<file path="src/rst_mgr_pkg.sv">
package rst_mgr_pkg;

	// Counter widths
	localparam int TMR_W      = 12; // Sequencer and ADC timers
	localparam int FIFO_CNT_W = 4;  // FIFO reset pulse and recovery counter

	typedef logic [TMR_W-1:0]      tmr_t;
	typedef logic [FIFO_CNT_W-1:0] fifo_cnt_t;

	// Sequencer timing, in CLK100KHZ cycles
	localparam tmr_t STARTUP_DLY_CYCLES = tmr_t'(32);
	localparam tmr_t MMCM_RST_CYCLES    = tmr_t'(4);
	localparam tmr_t LOCK_TMO_CYCLES    = tmr_t'(120); // Per clock-manager reset attempt

	// FIFO reset timing
	localparam fifo_cnt_t FIFO_RST_CYCLES     = fifo_cnt_t'(8);
	localparam fifo_cnt_t FIFO_RECOVER_CYCLES = fifo_cnt_t'(4);

	// ADC bring-up timing
	localparam tmr_t ADC_RST_CYCLES      = tmr_t'(4);
	localparam tmr_t ADC_INIT_TMO_CYCLES = tmr_t'(1000); // 10 ms at 100 kHz

	// Power-on sequencer states, exported on por_state_o
	typedef enum logic [3:0] {
		ST_STARTUP   = 4'd0,
		ST_MMCM_RST  = 4'd1,
		ST_WAIT_LOCK = 4'd2,
		ST_FIFO_RST  = 4'd3,
		ST_ADC_INIT  = 4'd4,
		ST_AL_START  = 4'd5,
		ST_RUN       = 4'd6
	} por_state_e;

	// ADC initialisation states
	typedef enum logic [1:0] {
		ADC_HOLD  = 2'd0, // Held by the ADC-init reset
		ADC_RST   = 2'd1,
		ADC_INIT  = 2'd2,
		ADC_READY = 2'd3
	} adc_state_e;

endpackage
</file>
<file path="src/por_if.sv">
`timescale 1ns/10ps

interface por_if ();

	logic por;            // System reset
	logic adc_init_rst;   // Holds the ADC controller
	logic adc_rdy;        // ADC initialised
	logic slow_frst_done; // Slow FIFO reset finished

	modport seq_mp (
		output por,
		output adc_init_rst,
		input  adc_rdy,
		input  slow_frst_done
	);

	modport adc_mp (
		input  por,
		input  adc_init_rst,
		output adc_rdy
	);

	modport fifo_mp (
		input  por,
		output slow_frst_done
	);

endinterface

</file>
<file path="src/reset_manager.sv">
`timescale 1ns/10ps

module reset_manager (
	input  logic                    CLK100KHZ,
	input  logic                    EOS,
	input  logic                    jtag_sys_rst_i,
	input  logic                    csp_sys_rst_i,
	input  logic                    rst_resync_i,
	input  logic                    mmcm_lock_i,
	input  logic                    qpll_lock_i,
	input  logic                    al_done_i,
	input  logic                    adc_init_done_i,
	output logic                    mmcm_rst_o,
	output logic                    sys_rst_o,
	output logic                    adc_init_rst_o,
	output logic                    adc_rst_o,
	output logic                    adc_init_o,
	output logic                    adc_rdy_o,
	output logic                    dsr_rst_o,
	output logic                    al_start_o,
	output logic                    run_o,
	output logic                    daq_fifo_rst_o,
	output logic                    slow_fifo_rst_o,
	output logic                    slow_fifo_rst_done_o,
	output rst_mgr_pkg::por_state_e por_state_o
);

	por_if por_bus ();

	por_sequencer u_por_sequencer (
		.CLK100KHZ      (CLK100KHZ),
		.EOS            (EOS),
		.jtag_sys_rst_i (jtag_sys_rst_i),
		.csp_sys_rst_i  (csp_sys_rst_i),
		.mmcm_lock_i    (mmcm_lock_i),
		.qpll_lock_i    (qpll_lock_i),
		.al_done_i      (al_done_i),
		.por_bus        (por_bus.seq_mp),
		.mmcm_rst_o     (mmcm_rst_o),
		.al_start_o     (al_start_o),
		.run_o          (run_o),
		.por_state_o    (por_state_o)
	);

	// Auto-load FIFO reset, fired by each rise of the system reset
	fifo_reset_ctrl u_slow_fifo_rst (
		.CLK100KHZ  (CLK100KHZ),
		.EOS        (EOS),
		.trig_i     (por_bus.por),
		.fifo_rst_o (slow_fifo_rst_o),
		.done_o     (por_bus.slow_frst_done)
	);

	// DAQ FIFO reset on resync
	fifo_reset_ctrl u_daq_fifo_rst (
		.CLK100KHZ  (CLK100KHZ),
		.EOS        (EOS),
		.trig_i     (rst_resync_i),
		.fifo_rst_o (daq_fifo_rst_o),
		.done_o     ()
	);

	adc_init_ctrl u_adc_init_ctrl (
		.CLK100KHZ       (CLK100KHZ),
		.EOS             (EOS),
		.adc_init_done_i (adc_init_done_i),
		.por_bus         (por_bus.adc_mp),
		.adc_rst_o       (adc_rst_o),
		.adc_init_o      (adc_init_o),
		.dsr_rst_o       (dsr_rst_o)
	);

	assign sys_rst_o            = por_bus.por;
	assign adc_init_rst_o       = por_bus.adc_init_rst;
	assign adc_rdy_o            = por_bus.adc_rdy;
	assign slow_fifo_rst_done_o = por_bus.slow_frst_done;

endmodule

</file>
<file path="src/adc_init_ctrl.sv">
`timescale 1ns/10ps

module adc_init_ctrl (
	input  logic  CLK100KHZ,
	input  logic  EOS,
	input  logic  adc_init_done_i,
	por_if.adc_mp por_bus,
	output logic  adc_rst_o,
	output logic  adc_init_o,
	output logic  dsr_rst_o
);

	logic                    done_q1;
	logic                    done_s;
	logic                    adc_rdy;
	rst_mgr_pkg::adc_state_e state;
	rst_mgr_pkg::tmr_t       tmr;

	always_ff @(posedge CLK100KHZ or negedge EOS) begin
		if (!EOS) begin
			done_q1 <= 1'b0;
			done_s  <= 1'b0;
		end else begin
			done_q1 <= adc_init_done_i;
			done_s  <= done_q1;
		end
	end

	always_ff @(posedge CLK100KHZ or negedge EOS) begin
		if (!EOS) begin
			state <= rst_mgr_pkg::ADC_HOLD;
			tmr   <= '0;
		end else if (por_bus.adc_init_rst) begin
			state <= rst_mgr_pkg::ADC_HOLD;
			tmr   <= '0;
		end else begin
			case (state)
				rst_mgr_pkg::ADC_HOLD: begin
					// Release cycle is the first cycle of the ADC reset
					state <= rst_mgr_pkg::ADC_RST;
					tmr   <= rst_mgr_pkg::tmr_t'(1);
				end
				rst_mgr_pkg::ADC_RST: begin
					if (tmr == rst_mgr_pkg::ADC_RST_CYCLES - 1'b1) begin
						state <= rst_mgr_pkg::ADC_INIT;
						tmr   <= '0;
					end else begin
						tmr <= tmr + 1'b1;
					end
				end
				rst_mgr_pkg::ADC_INIT: begin
					if (done_s) begin
						state <= rst_mgr_pkg::ADC_READY;
						tmr   <= '0;
					end else if (tmr == rst_mgr_pkg::ADC_INIT_TMO_CYCLES - 1'b1) begin
						state <= rst_mgr_pkg::ADC_RST; // No response, retry
						tmr   <= '0;
					end else begin
						tmr <= tmr + 1'b1;
					end
				end
				rst_mgr_pkg::ADC_READY: begin
					state <= rst_mgr_pkg::ADC_READY; // Left only on ADC-init reset
				end
				default: begin
					state <= rst_mgr_pkg::ADC_HOLD;
					tmr   <= '0;
				end
			endcase
		end
	end

	assign adc_rdy    = (state == rst_mgr_pkg::ADC_READY);
	assign adc_rst_o  = (state == rst_mgr_pkg::ADC_HOLD) || (state == rst_mgr_pkg::ADC_RST);
	assign adc_init_o = (state == rst_mgr_pkg::ADC_INIT);
	assign dsr_rst_o  = ~adc_rdy | por_bus.por; // Deserialisers wait for the ADC

	assign por_bus.adc_rdy = adc_rdy;

endmodule

</file>
<file path="src/fifo_reset_ctrl.sv">
`timescale 1ns/10ps

module fifo_reset_ctrl (
	input  logic CLK100KHZ,
	input  logic EOS,
	input  logic trig_i,
	output logic fifo_rst_o,
	output logic done_o
);

	logic                   trig_d;
	logic                   recover;
	rst_mgr_pkg::fifo_cnt_t cnt;

	always_ff @(posedge CLK100KHZ or negedge EOS) begin
		if (!EOS) begin
			trig_d     <= 1'b0; // Trigger seen as low before reset
			recover    <= 1'b0;
			cnt        <= '0;
			fifo_rst_o <= 1'b0;
			done_o     <= 1'b0;
		end else begin
			trig_d <= trig_i;
			if (trig_i && !trig_d) begin
				// New request restarts any sequence in progress
				fifo_rst_o <= 1'b1;
				recover    <= 1'b0;
				cnt        <= '0;
				done_o     <= 1'b0;
			end else if (fifo_rst_o) begin
				if (cnt == rst_mgr_pkg::FIFO_RST_CYCLES - 1'b1) begin
					fifo_rst_o <= 1'b0;
					recover    <= 1'b1;
					cnt        <= '0;
				end else begin
					cnt <= cnt + 1'b1;
				end
			end else if (recover) begin
				if (cnt == rst_mgr_pkg::FIFO_RECOVER_CYCLES - 1'b1) begin
					recover <= 1'b0;
					cnt     <= '0;
					done_o  <= 1'b1; // Held until the next edge
				end else begin
					cnt <= cnt + 1'b1;
				end
			end
		end
	end

endmodule

</file>
<file path="src/por_sequencer.sv">
`timescale 1ns/10ps

module por_sequencer (
	input  logic                    CLK100KHZ,
	input  logic                    EOS,
	input  logic                    jtag_sys_rst_i,
	input  logic                    csp_sys_rst_i,
	input  logic                    mmcm_lock_i,
	input  logic                    qpll_lock_i,
	input  logic                    al_done_i,
	por_if.seq_mp                   por_bus,
	output logic                    mmcm_rst_o,
	output logic                    al_start_o,
	output logic                    run_o,
	output rst_mgr_pkg::por_state_e por_state_o
);

	logic [4:0]              sync_q1;
	logic [4:0]              sync_q2;
	logic                    mmcm_lock_s;
	logic                    qpll_lock_s;
	logic                    restart_s;
	logic                    al_done_s;
	logic                    locked;
	logic                    in_reset;
	rst_mgr_pkg::por_state_e state;
	rst_mgr_pkg::tmr_t       tmr;

	// Two-flop synchronisers for all asynchronous inputs
	always_ff @(posedge CLK100KHZ or negedge EOS) begin
		if (!EOS) begin
			sync_q1 <= '0;
			sync_q2 <= '0;
		end else begin
			sync_q1 <= {al_done_i, csp_sys_rst_i, jtag_sys_rst_i, qpll_lock_i, mmcm_lock_i};
			sync_q2 <= sync_q1;
		end
	end

	assign mmcm_lock_s = sync_q2[0];
	assign qpll_lock_s = sync_q2[1];
	assign restart_s   = sync_q2[2] | sync_q2[3]; // JTAG or CSP system reset
	assign al_done_s   = sync_q2[4];
	assign locked      = mmcm_lock_s & qpll_lock_s;

	always_ff @(posedge CLK100KHZ or negedge EOS) begin
		if (!EOS) begin
			state <= rst_mgr_pkg::ST_STARTUP;
			tmr   <= '0;
		end else if (restart_s && state != rst_mgr_pkg::ST_STARTUP) begin
			state <= rst_mgr_pkg::ST_MMCM_RST;
			tmr   <= '0;
		end else begin
			case (state)
				rst_mgr_pkg::ST_STARTUP: begin
					if (tmr == rst_mgr_pkg::STARTUP_DLY_CYCLES - 1'b1) begin
						state <= rst_mgr_pkg::ST_MMCM_RST;
						tmr   <= '0;
					end else begin
						tmr <= tmr + 1'b1;
					end
				end
				rst_mgr_pkg::ST_MMCM_RST: begin
					if (tmr == rst_mgr_pkg::MMCM_RST_CYCLES - 1'b1) begin
						state <= rst_mgr_pkg::ST_WAIT_LOCK;
						tmr   <= '0;
					end else begin
						tmr <= tmr + 1'b1;
					end
				end
				rst_mgr_pkg::ST_WAIT_LOCK: begin
					if (locked) begin
						state <= rst_mgr_pkg::ST_FIFO_RST;
						tmr   <= '0;
					end else if (tmr == rst_mgr_pkg::LOCK_TMO_CYCLES + 1'b1) begin
						// Timeout window starts once the synchronisers have caught up
						state <= rst_mgr_pkg::ST_MMCM_RST;
						tmr   <= '0;
					end else begin
						tmr <= tmr + 1'b1;
					end
				end
				rst_mgr_pkg::ST_FIFO_RST: begin
					if (por_bus.slow_frst_done) begin
						state <= rst_mgr_pkg::ST_ADC_INIT;
					end
				end
				rst_mgr_pkg::ST_ADC_INIT: begin
					if (!locked) begin
						state <= rst_mgr_pkg::ST_MMCM_RST; // Lock lost, start over
					end else if (por_bus.adc_rdy) begin
						state <= rst_mgr_pkg::ST_AL_START;
					end
				end
				rst_mgr_pkg::ST_AL_START: begin
					if (!locked) begin
						state <= rst_mgr_pkg::ST_MMCM_RST;
					end else if (al_done_s) begin
						state <= rst_mgr_pkg::ST_RUN;
					end
				end
				rst_mgr_pkg::ST_RUN: begin
					if (!locked) begin
						state <= rst_mgr_pkg::ST_MMCM_RST;
					end
				end
				default: begin
					state <= rst_mgr_pkg::ST_STARTUP;
					tmr   <= '0;
				end
			endcase
		end
	end

	// Everything before ADC init keeps the board in reset
	assign in_reset = (state < rst_mgr_pkg::ST_ADC_INIT);

	assign por_bus.por          = in_reset;
	assign por_bus.adc_init_rst = in_reset;
	assign mmcm_rst_o           = (state == rst_mgr_pkg::ST_MMCM_RST);
	assign al_start_o           = (state == rst_mgr_pkg::ST_AL_START);
	assign run_o                = (state == rst_mgr_pkg::ST_RUN);
	assign por_state_o          = state;

endmodule

</file>
<file path="config.mk">
export PLATFORM = sky130hd
export DESIGN_NAME = reset_manager
export DESIGN_NICKNAME = d
export VERILOG_FILES = /design/src/rst_mgr_pkg.sv /design/src/por_if.sv /design/src/reset_manager.sv /design/src/adc_init_ctrl.sv /design/src/fifo_reset_ctrl.sv /design/src/por_sequencer.sv
export SDC_FILE = /design/constraint.sdc
export NUM_CORES = 1
export LEC_CHECK = 0
export BUFFER_PORTS_ARGS = -buffer_cell sky130_fd_sc_hd__buf_4
export CAP_MARGIN = 20
export CORE_UTILIZATION = 45
export DETAILED_ROUTE_END_ITERATION = 6
export GPL_TIMING_DRIVEN = 0
export PLACE_DENSITY = 0.6
export SLEW_MARGIN = 10
export SYNTH_ARGS = -nofsm -noshare
export SYNTH_HDL_FRONTEND = slang
export SYNTH_SLANG_ARGS = --single-unit
</file>
<file path="constraint.sdc">
create_clock -name CLK100KHZ -period 3.3 [get_ports CLK100KHZ]
set_clock_uncertainty 0.15 [all_clocks]
set_input_delay 0.99 -clock CLK100KHZ [delete_from_list [all_inputs] [get_ports CLK100KHZ]]
set_output_delay 0.99 -clock CLK100KHZ [all_outputs]
set_load 0.05 [all_outputs]
</file>
==> Yosys cells after proc, flatten, opt, wreduce, memory -nomap -nowiden <==
Index checks and enable logic that the tools add are counted.
{ "totals": {"register_bits": 57, "in_bits": 9, "word_cells": 133} }
{ "op_classes": {"n_addsub": 4, "order_cmp": 1, "eq_ne": 31, "muxes": 58, "bitwise": 4, "reduce_logical": 18} }
{ "ops": {"columns": ["operator", "n"], "rows": [
  ["$mux 12", 9],
  ["$mux 4", 21],
  ["$pmux 12 s4", 1],
  ["$pmux 12 s3", 1],
  ["$pmux 4 s7", 1],
  ["$add 12x1->12 const B", 2],
  ["$eq 12x2->1 const B", 2],
  ["$eq 4x3->1 const B", 5],
  ["$mux 1", 20],
  ["$eq 4x2->1 const B", 4],
  ["$eq 12x10->1 const B", 1],
  ["$eq 12x5->1 const B", 1],
  ["$eq 12x7->1 const B", 1],
  ["$ne 3x1->1 const B", 4],
  ["$ne 3x3->1 const B", 3],
  ["$add 4x1->4 const B", 2],
  ["$mux 2", 4],
  ["$ne 4x1->1 const B", 2],
  ["$ne 4x3->1 const B", 2],
  ["$pmux 2 s4", 1],
  ["$reduce_bool 4->1", 2],
  ["$reduce_and 7->1", 1],
  ["$reduce_bool 3->1", 2],
  ["$eq 2x2->1 const B", 2],
  ["17 further kinds", 22]
]} }

==> Depth between registers and ports, before layout <==
Gate-level depths: netlist (run 1).
{ "logic_depth": {"word_depth": 5, "mapped_depth": 7} }

==> Hierarchy <==
From an unflattened synthesis (run 1), not the netlist that was laid out.
{ "hier_totals": {"cells_unflattened": 329, "hier_area_um2": 3250.6} }
{ "modules_own_cells": {"columns": ["mod", "instances", "cells_each", "area_per_inst_um2", "seq_area_each_um2"], "rows": [
  ["por_sequencer", 1, 130, 1292.5, 625.6],
  ["adc_init_ctrl", 1, 123, 1134.8, 400.4],
  ["fifo_reset_ctrl", 2, 38, 411.6, 200.2]
]} }

==> Worst setup path before layout (run 1) <==
Ideal clock, no wire load.
{ "synth_path": {"kind": "register to output", "from": "reg u_por_sequencer.state[2], in the netlist u_por_sequencer.por_state_o[2]", "to": "out al_start_o", "t_arrival_ns": 2.496, "required_ns": 2.160, "slack_ns": -0.336, "stages_incl_launch_ff": 4, "n_path_buf": 1, "cell_sequence": "dfrtp_1 inv_1 clkbuf_1 nor3b_1"} }
{ "synth_between": {"elab_chain_len": 1} }
{ "synth_lines": {"columns": ["element", "line", "text"], "rows": [
  ["start: declaration", "por_sequencer.sv:26", "rst_mgr_pkg::por_state_e state;"],
  ["start signal: assignment", "por_sequencer.sv:48", "state <= rst_mgr_pkg::ST_STARTUP;"],
  ["start signal: assignment", "por_sequencer.sv:51", "state <= rst_mgr_pkg::ST_MMCM_RST;"],
  ["start signal: assignment", "por_sequencer.sv:57", "state <= rst_mgr_pkg::ST_MMCM_RST;"],
  ["$eq 4x3->1", "por_sequencer.sv:121", "assign al_start_o = (state == rst_mgr_pkg::ST_AL_START);"],
  ["end: declaration", "reset_manager.sv:20", "output logic al_start_o,"]
]} }
Every way passes these cells.

==> Final worst setup path (run 1) <==
{ "layout_path": {"from": "reg u_por_sequencer.tmr[7]", "to": "reg u_por_sequencer.tmr[9]"} }
{ "layout_between": {"elab_chain_len": 5, "word_cells_on_any_way": 10, "cone_classes": "1 x add/sub; 3 x eq/ne; 6 x mux"} }
{ "layout_lines": {"columns": ["element", "line", "text"], "rows": [
  ["start: declaration", "por_sequencer.sv:27", "rst_mgr_pkg::tmr_t tmr;"],
  ["start signal: assignment", "por_sequencer.sv:60", "tmr <= tmr + 1'b1;"],
  ["start signal: assignment", "por_sequencer.sv:68", "tmr <= tmr + 1'b1;"],
  ["start signal: assignment", "por_sequencer.sv:80", "tmr <= tmr + 1'b1;"],
  ["$add 12x1->12 / $eq 12x7->1 (equally long branches)", null, null],
  ["$mux 12", "por_sequencer.sv:75", "end else if (tmr == rst_mgr_pkg::LOCK_TMO_CYCLES + 1'b1) begin"],
  ["$mux 12", "por_sequencer.sv:72", "if (locked) begin"],
  ["$pmux 12 s4 *", "por_sequencer.sv:54", "case (state)"],
  ["$mux 12 *", "por_sequencer.sv:50", "end else if (restart_s && state != rst_mgr_pkg::ST_STARTUP) begin"]
]} }
Every way passes the cells marked *; elsewhere a longest branch is shown, timed or not.
A chain may end at the register's enable or synchronous reset.

==> run summary, run 1 <==
Hold Path Class: reg2reg
Critical Path Max Stage Delay: 0.76 ns
Hold path endpoint: u_por_sequencer.sync_q2[0]$_DFF_PN0_
Worst Path Buf+Inv: 1
ANT cells: 0
Area delta synth->final: 13.2%
Crit Path Class: reg2reg
Hold Crit Depth: 0
Pwr dens: 594 nW/µm²
Hold Startpoint: u_por_sequencer.sync_q1[0]$_DFF_PN0_
Post-CTS setup buffer count: 0
Max clock buf depth: 2
Peak VDD IR: 0.407 mV
EDFF count, synth: 0
LEAKAGE: 1.43 nW
Max Cap Viol: 0
Final worst slack: 0.283 ns
Pin count of the biggest net entering global routing: 57
Critical path endpoint category: flop
Worst path required time: 3.31 ns
Die width: 83.1 µm
Syn_area_per_cell: 9.14 µm²
Worst-path maximum fanout: 9
Fin crit period: 3.02 ns
CTS resizes: 0
Sw Share: 0.394
CP Depth: 6
Synth Net Count: 342
Via/cell ratio: 5.73
Die H: 83.1 µm
Starting Density: 0.466
Worst Tran Pin Value: 0.912 ns
GRT Residual Overflow: 0
Ys Warns: 0
Fin. Hold Viols: 0
Synth unique cells: 49
Worst R2R End: u_por_sequencer.tmr[9]$_DFFE_PN0P_
Via count: 2477
Clock power frac: 0.228
Port-buffer cells: 23
Clock slew at reported path FFs: 0.10 ns
Die ar.: 6910 µm²
Async SR Flop Fraction: 1.00
FF-to-FF path depth: 6
RR Startpoint: u_por_sequencer.tmr[7]$_DFFE_PN0P_
Final worst-path cycle share: 0.914
Num CTS Buffers: 5
Initial antenna violation count: 0
DP Worst Slack: 0.313 ns
Layout cells sized above 1: 0.118
Critical Path AT: 3.03 ns
Setup-failing EPs final: 0
CTS tree: done
R2r setup slk: 0.28 ns
Cell family with the largest share of critical-path delay: compound AO/OA/AOI/OAI gates
Flop pwr share: 0.434
Total track usage: 0.190
Cell Chain, Critical Path: buf_6 > or4_4 > or3_1 > a211o_1 > o21ai_0 > o311ai_0
Std-Cell Rows: 29
H-tree levels: 2
Seq/Total Area, Yosys: 0.473
Top FF cell, synth: dfrtp_1
Worst setup SP type: flop
First-pass GRT wire length: 10600 µm
Post-synthesis cell count: 324
Outcome: complete, no violations
Hpwl dp: 4230 µm
Worst rel slew slack: 0.386
Routed wire length: 6220 µm
First DRT Iteration DRCs: 190
Fin. max-slew vios: 0
Initial DRT Pass Iterations: 4
Final setup TNS: 0 ns
DRT antenna net count: 0
Root Driver: clkbuf_8
Flops & latches, synth: 56
Post-Syn Area: 2960 µm²
Unrepaired setup endpoints after global routing: false
Highest clock rate: 331 MHz
NetSw: 0.000784 W
# hold bufs at CTS: 0
Vias in the first global route: 2226
Cell Int Power: 0.00121 W
Combinational share of power: 0.338
Sink Count: 56
Nets: 372
Wire per inst: 14.4 µm
Worst-Skew Late Latency: 0.31 ns
# IOs: 25
DR DRC count: 0
Core footprint: 6350 µm²
RD Place Congestion: 0.811
CP max stage cell: o21ai_0
## worst max path at each step
| stage | slack, ns | from | endpoint |
|---|---|---|---|
| floorplan | 0.14 | u_por_sequencer.por_state_o[2]$_DFFE_PN0P_ | al_start_o |
| global placement | 0.30 | u_por_sequencer.tmr[7]$_DFFE_PN0P_ | u_por_sequencer.tmr[9]$_DFFE_PN0P_ |
| detailed placement | 0.31 | u_por_sequencer.tmr[7]$_DFFE_PN0P_ | u_por_sequencer.tmr[2]$_DFFE_PN0P_ |
| CTS | 0.29 | u_por_sequencer.tmr[7]$_DFFE_PN0P_ | u_por_sequencer.tmr[9]$_DFFE_PN0P_ |
| global route | 0.05 | u_por_sequencer.tmr[8]$_DFFE_PN0P_ | u_por_sequencer.tmr[9]$_DFFE_PN0P_ |
| finish | 0.28 | u_por_sequencer.tmr[7]$_DFFE_PN0P_ | u_por_sequencer.tmr[9]$_DFFE_PN0P_ |
## cell type report
type | instances | area, µm²
clock buffers | 5 | 68.8
flip-flops and latches | 56 | 1400
plain buffers | 14 | 67.6
inverters | 13 | 48.8
fillers | 589 | 3000
repair buffers | 23 | 173
multi-input cells | 241 | 1450
clock inverters | 3 | 42.5
well taps | 77 | 96.3
## synth_stat cells (2+ instances only)
master | n | area share
o21a_1 | 4 | 0.010
nor2b_1 | 2 | 0.0042
a211o_1 | 2 | 0.0059
a311oi_1 | 3 | 0.0089
nor3b_1 | 2 | 0.0051
nand4_1 | 5 | 0.011
nor4b_1 | 2 | 0.0059
and4_1 | 2 | 0.0059
nand3_1 | 12 | 0.020
ha_1 | 9 | 0.038
nor3_1 | 13 | 0.022
o211ai_1 | 5 | 0.013
or2_2 | 2 | 0.0042
o21ai_0 | 22 | 0.037
o221ai_1 | 3 | 0.0089
or3_1 | 3 | 0.0063
or3b_2 | 2 | 0.0059
xnor2_1 | 4 | 0.012
dfrtp_1 | 56 | 0.47
nand2_1 | 37 | 0.047
or4_1 | 3 | 0.0076
xor2_1 | 5 | 0.015
a31oi_1 | 5 | 0.011
and2_1 | 3 | 0.0063
buf_4 | 2 | 0.0051
inv_1 | 13 | 0.016
nor2_1 | 30 | 0.038
o311ai_0 | 5 | 0.015
and3_1 | 4 | 0.0085
o22ai_1 | 3 | 0.0063
nand2b_1 | 8 | 0.017
clkbuf_1 | 11 | 0.014
nor4_1 | 3 | 0.0063
a211oi_1 | 3 | 0.0076
a22o_1 | 2 | 0.0059
a21oi_1 | 20 | 0.034
a21boi_0 | 2 | 0.0051
## routing by layer
layer / vias to the layer above / share of wire / track usage
met2: 45 / 0.46 / 0.302
li1: 1235 / - / -
met5: - / 0 / 0
met4: 0 / 0.011 / 0.0517
met3: 6 / 0.037 / 0.0378
met1: 1191 / 0.49 / 0.267
## cell families after synthesis
kind of cell | count (synthesis) | synth area share
other | 1 | 0.00127
DFF | 56 | 0.473
AOI/OAI and AO/OA | 86 | 0.191
buffers and inverters | 27 | 0.0393
xor gates and xnor gates | 9 | 0.0266
muxes | 1 | 0.00338
and+or+nand+nor | 135 | 0.227
adders and majority gates | 9 | 0.0380
## registers in the layout, indices dropped and copies added (netlist names), 2 cells and up
name and cells:
u_por_sequencer.por_state_o 3, u_daq_fifo_rst.cnt 4, u_por_sequencer.tmr 12, u_slow_fifo_rst.cnt 4, u_adc_init_ctrl.state 2, u_por_sequencer.sync_q2 5
u_adc_init_ctrl.tmr 12, u_por_sequencer.sync_q1 5
## power by group through the flow
stage	Combinational [W]	Sequential (W)	Clock, W
2_1_floorplan	0.000410	0.000927	0
3_3_place_gp	0.000668	0.000876	0
3_5_place_dp	0.000670	0.000877	0
4_1_cts	0.000672	0.000865	0.000475
5_1_grt	0.000737	0.000882	0.000499
6_report	0.000672	0.000865	0.000454
## per-stage QoR
step / cell area [µm²] / hold slack (ns) / power [W] / util / instances
final: 3350 / 0.200 / 0.00199 / 0.528 / 432
after floorplan: 2970 / 0.181 / 0.00134 / - / 324
after global routing: 3350 / 0.217 / 0.00212 / 0.528 / 432
after CTS: 3350 / 0.210 / 0.00201 / 0.527 / 432
after global placement: 3230 / 0.183 / 0.00154 / 0.509 / 424
after detailed placement: 3230 / 0.187 / 0.00155 / 0.509 / 424
## placed cells by master (no fill, tap or decap), types with 8 or more instances in the layout
| cell | n |
|---|---|
| dfrtp_1 | 56 |
| nor3_1 | 13 |
| o21ai_0 | 22 |
| clkbuf_1 | 11 |
| a21oi_1 | 20 |
| nand3_1 | 12 |
| ha_1 | 9 |
| nand2b_1 | 8 |
| inv_1 | 13 |
| nand2_1 | 37 |
| buf_4 | 25 |
| nor2_1 | 30 |
No activity file was read; power rests on OpenSTA's default activity.
==> run 2, diff against run 1 <==
--- a/config.mk
+++ b/config.mk
@@ -5,6 +5,7 @@
 export SDC_FILE = /design/constraint.sdc
 export NUM_CORES = 1
 export LEC_CHECK = 0
+export ABC_AREA = 1
 export BUFFER_PORTS_ARGS = -buffer_cell sky130_fd_sc_hd__buf_4
 export CAP_MARGIN = 20
 export CORE_UTILIZATION = 45
==> run summary, run 2 <==
Sink Count: 56 (unchanged)
Vias in the first global route: 2472 (+11%)
Clock power frac: 0.169 (-0.059)
CTS resizes: 0 (unchanged)
Hpwl dp: 4380 µm (+3.8%)
Biggest regs: u_adc_init_ctrl.tmr (12), u_por_sequencer.tmr (12)
Via/cell ratio: 5.15 (-10%)
Max Cap Viol: 0 (unchanged)
Placed instance area: 3400 µm² (+5.1%)
Hold Path Class: reg2reg
Worst R2R End: u_adc_init_ctrl.tmr[3]$_DFFE_PN0P_
Via count: 2585 (+4.4%)
Syn_area_per_cell: 8.00 µm² (-12%)
Worst-path maximum fanout: 4 (-5)
Pwr dens: 710 nW/µm² (+20%)
Ys Warns: 0 (unchanged)
Root Driver: clkbuf_8
Outcome: complete, no violations
Worst Tran Pin Value: 0.701 ns (-0.211 ns)
Die H: 85.4 µm (+2.7%)
Die width: 85.4 µm (+2.7%)
Flop pwr share: 0.382 (-0.052)
Fin. max-slew vios: 0 (unchanged)
RR Startpoint: u_adc_init_ctrl.tmr[0]$_DFFE_PN0P_
Post-synthesis cell count: 391 (+21%)
H-tree levels: 2 (unchanged)
Crit Path Class: reg2out
Cell Int Power: 0.00134 W (+11%)
Peak VDD IR: 0.391 mV (-4.0%)
Final setup TNS: 0 ns (unchanged)
Hold path endpoint: u_adc_init_ctrl.done_s$_DFF_PN0_
R2r setup slk: 1.40 ns (+1.12 ns)
Hold Crit Depth: 0 (unchanged)
Worst rel slew slack: 0.533 (+0.147)
Seq/Total Area, Yosys: 0.448 (-0.0252)
Post-CTS setup buffer count: 0 (unchanged)
Die ar.: 7290 µm² (+5.5%)
Area delta synth->final: 12.0%
CTS tree: done
# hold bufs at CTS: 0 (unchanged)
Sw Share: 0.461 (+0.0671)
Layout cells sized above 1: 0.142 (+0.0239)
Commonest non-fill, non-tap cells in the layout: 95 x nand2_1, 56 x dfrtp_1, 46 x inv_1
Commonest non-fill, non-tap cell in the layout: nand2_1
# IOs: 25 (unchanged)
Initial antenna violation count: 0 (unchanged)
FF-to-FF path depth: 8 (+2)
Num CTS Buffers: 5 (unchanged)
Std-Cell Rows: 30 (+3.4%)
Top post-synthesis cells by count: 95 x nand2_1, 56 x dfrtp_1, 46 x inv_1
Storage element area: 1400 µm² (unchanged)
Initial DRT Pass Iterations: 4 (unchanged)
NetSw: 0.00115 W (+46%)
Highest clock rate: 376 MHz (+13%)
Flops & latches, synth: 56 (unchanged)
Total track usage: 0.186 (-0.00447)
FILL cells: 683 (+16%)
Starting Density: 0.463 (-0.00343)
Unrepaired setup endpoints after global routing: false
Worst setup SP type: flop
Core footprint: 6760 µm² (+6.4%)
Fin crit period: 2.66 ns (-0.354 ns)
Fin. Hold Viols: 0 (unchanged)
Wire per inst: 12.2 µm (-15%)
Most common cell in the netlist: nand2_1
RD Place Congestion: 0.837 (+3.2%)
ANT cells: 0 (unchanged)
GRT Residual Overflow: 0 (unchanged)
Hold Startpoint: u_adc_init_ctrl.done_q1$_DFF_PN0_
Critical Path AT: 1.52 ns (-1.51 ns)
Cell accounting for the most synthesized area: dfrtp_1
Top FF cell, synth: dfrtp_1
Synth unique cells: 39 (-20%)
Port-buffer cells: 23 (unchanged)
First-pass GRT wire length: 10900 µm (+2.7%)
Async SR Flop Fraction: 1.00 (unchanged)
Nets: 439 (+18%)
Worst-Skew Late Latency: 0.31 ns (about the same)
Final instance area: 3500 µm² (+4.4%)
Routed wire length: 6130 µm (-1.5%)
First DRT Iteration DRCs: 121 (-36%)
Pin count of the biggest net entering global routing: 57 (unchanged)
Final worst-path cycle share: 0.807 (-0.107)
DR DRC count: 0 (unchanged)
EDFF count, synth: 0 (unchanged)
Post-synth top area share: 0.448 (-0.0252)
LEAKAGE: 1.66 nW (+16%)
Synth Net Count: 409 (+20%)
Multi-input logic area: 1480 µm² (+2.1%)
Post-Syn Area: 3130 µm² (+5.6%)
Tot Pwr: 0.00249 W (+25%)
DRT antenna net count: 0 (unchanged)
Combinational share of power: 0.449 (+0.111)
Worst path required time: 2.16 ns (-1.15 ns)
Synth area leaders: dfrtp_1 45%, nand2_1 11%, inv_1 5.5%
Setup-failing EPs final: 0 (unchanged)
Max clock buf depth: 2 (unchanged)
Clock slew at reported path FFs: 0.11 ns (about the same)
Critical path endpoint category: output pin
-- run 2: power groups by stage --
stage / clock [W] / combinational (W) / sequential, W
after floorplan: 0 / 0.000745 / 0.00104
after global placement: 0 / 0.00111 / 0.000960
after detailed placement: 0 / 0.00112 / 0.000963
after CTS: 0.000434 / 0.00113 / 0.000951
after global routing: 0.000456 / 0.00124 / 0.000968
final: 0.000420 / 0.00112 / 0.000949
-- run 2: worst max-delay path by stage --
stage | slack, ns | start | endpoint
2_1_floorplan | 0.35 | u_por_sequencer.por_state_o[2]$_DFFE_PN0P_ | run_o
3_3_place_gp | 1.01 | u_adc_init_ctrl.state[1]$_DFFE_PN0P_ | adc_rst_o
3_5_place_dp | 0.97 | u_adc_init_ctrl.state[1]$_DFFE_PN0P_ | adc_rst_o
4_1_cts | 0.61 | u_adc_init_ctrl.state[1]$_DFFE_PN0P_ | adc_rst_o
5_1_grt | 0.55 | u_adc_init_ctrl.state[1]$_DFFE_PN0P_ | adc_rst_o
6_report | 0.64 | u_adc_init_ctrl.state[1]$_DFFE_PN0P_ | adc_rst_o
-- run 2: final cells by class --
class	count	area share
Buffer	5	0.0122
Clock buffer	6	0.0236
Clock inverter	2	0.00536
Inverter	53	0.0568
Multi-Input combinational cell	277	0.424
Sequential cell	56	0.400
Tap cell	80	0.0286
Timing Repair Buffer	23	0.0493
-- run 2: worst max-delay path, stage by stage (launching register included) --
cell and delay, ns:
dfrtp_1 0.41, inv_1 0.10, ha_1 0.22, nor2_1 0.23
inv_1 0.06, buf_4 0.19
-- run 2: cells by family (layout without fill, tap and decap cells) --
group | after synthesis | after routing | synth area share
mux | 2 | 2 | 0.00640
simple gates | 191 | 191 | 0.279
compound gates | 58 | 58 | 0.107
other cells | 1 | 1 | 0.00120
flops | 56 | 56 | 0.448
buf+inv | 58 | 89 | 0.0772
xor+xnor | 16 | 16 | 0.0448
fa+ha+maj | 9 | 9 | 0.0360
-- run 2: layer usage --
layer  wire length [µm]  GRT usage  vias to the layer above
met2               2920      0.318                       53
met1               2890      0.242                     1206
met5                  0          0                        -
met3                242     0.0340                        7
met4                 78     0.0515                        0
li1                   -          -                     1319
-- run 2: through the flow --
| stage | setup WS (ns) | util | hold WS, ns | std cells |
|---|---|---|---|---|
| finish | 0.637 | 0.518 | 0.206 | 502 |
| global route | 0.551 | 0.518 | 0.216 | 502 |
| CTS | 0.613 | 0.518 | 0.210 | 502 |
| detailed placement | 0.969 | 0.503 | 0.185 | 494 |
| global placement | 1.01 | 0.503 | 0.183 | 494 |
| floorplan | 0.347 | - | 0.181 | 391 |
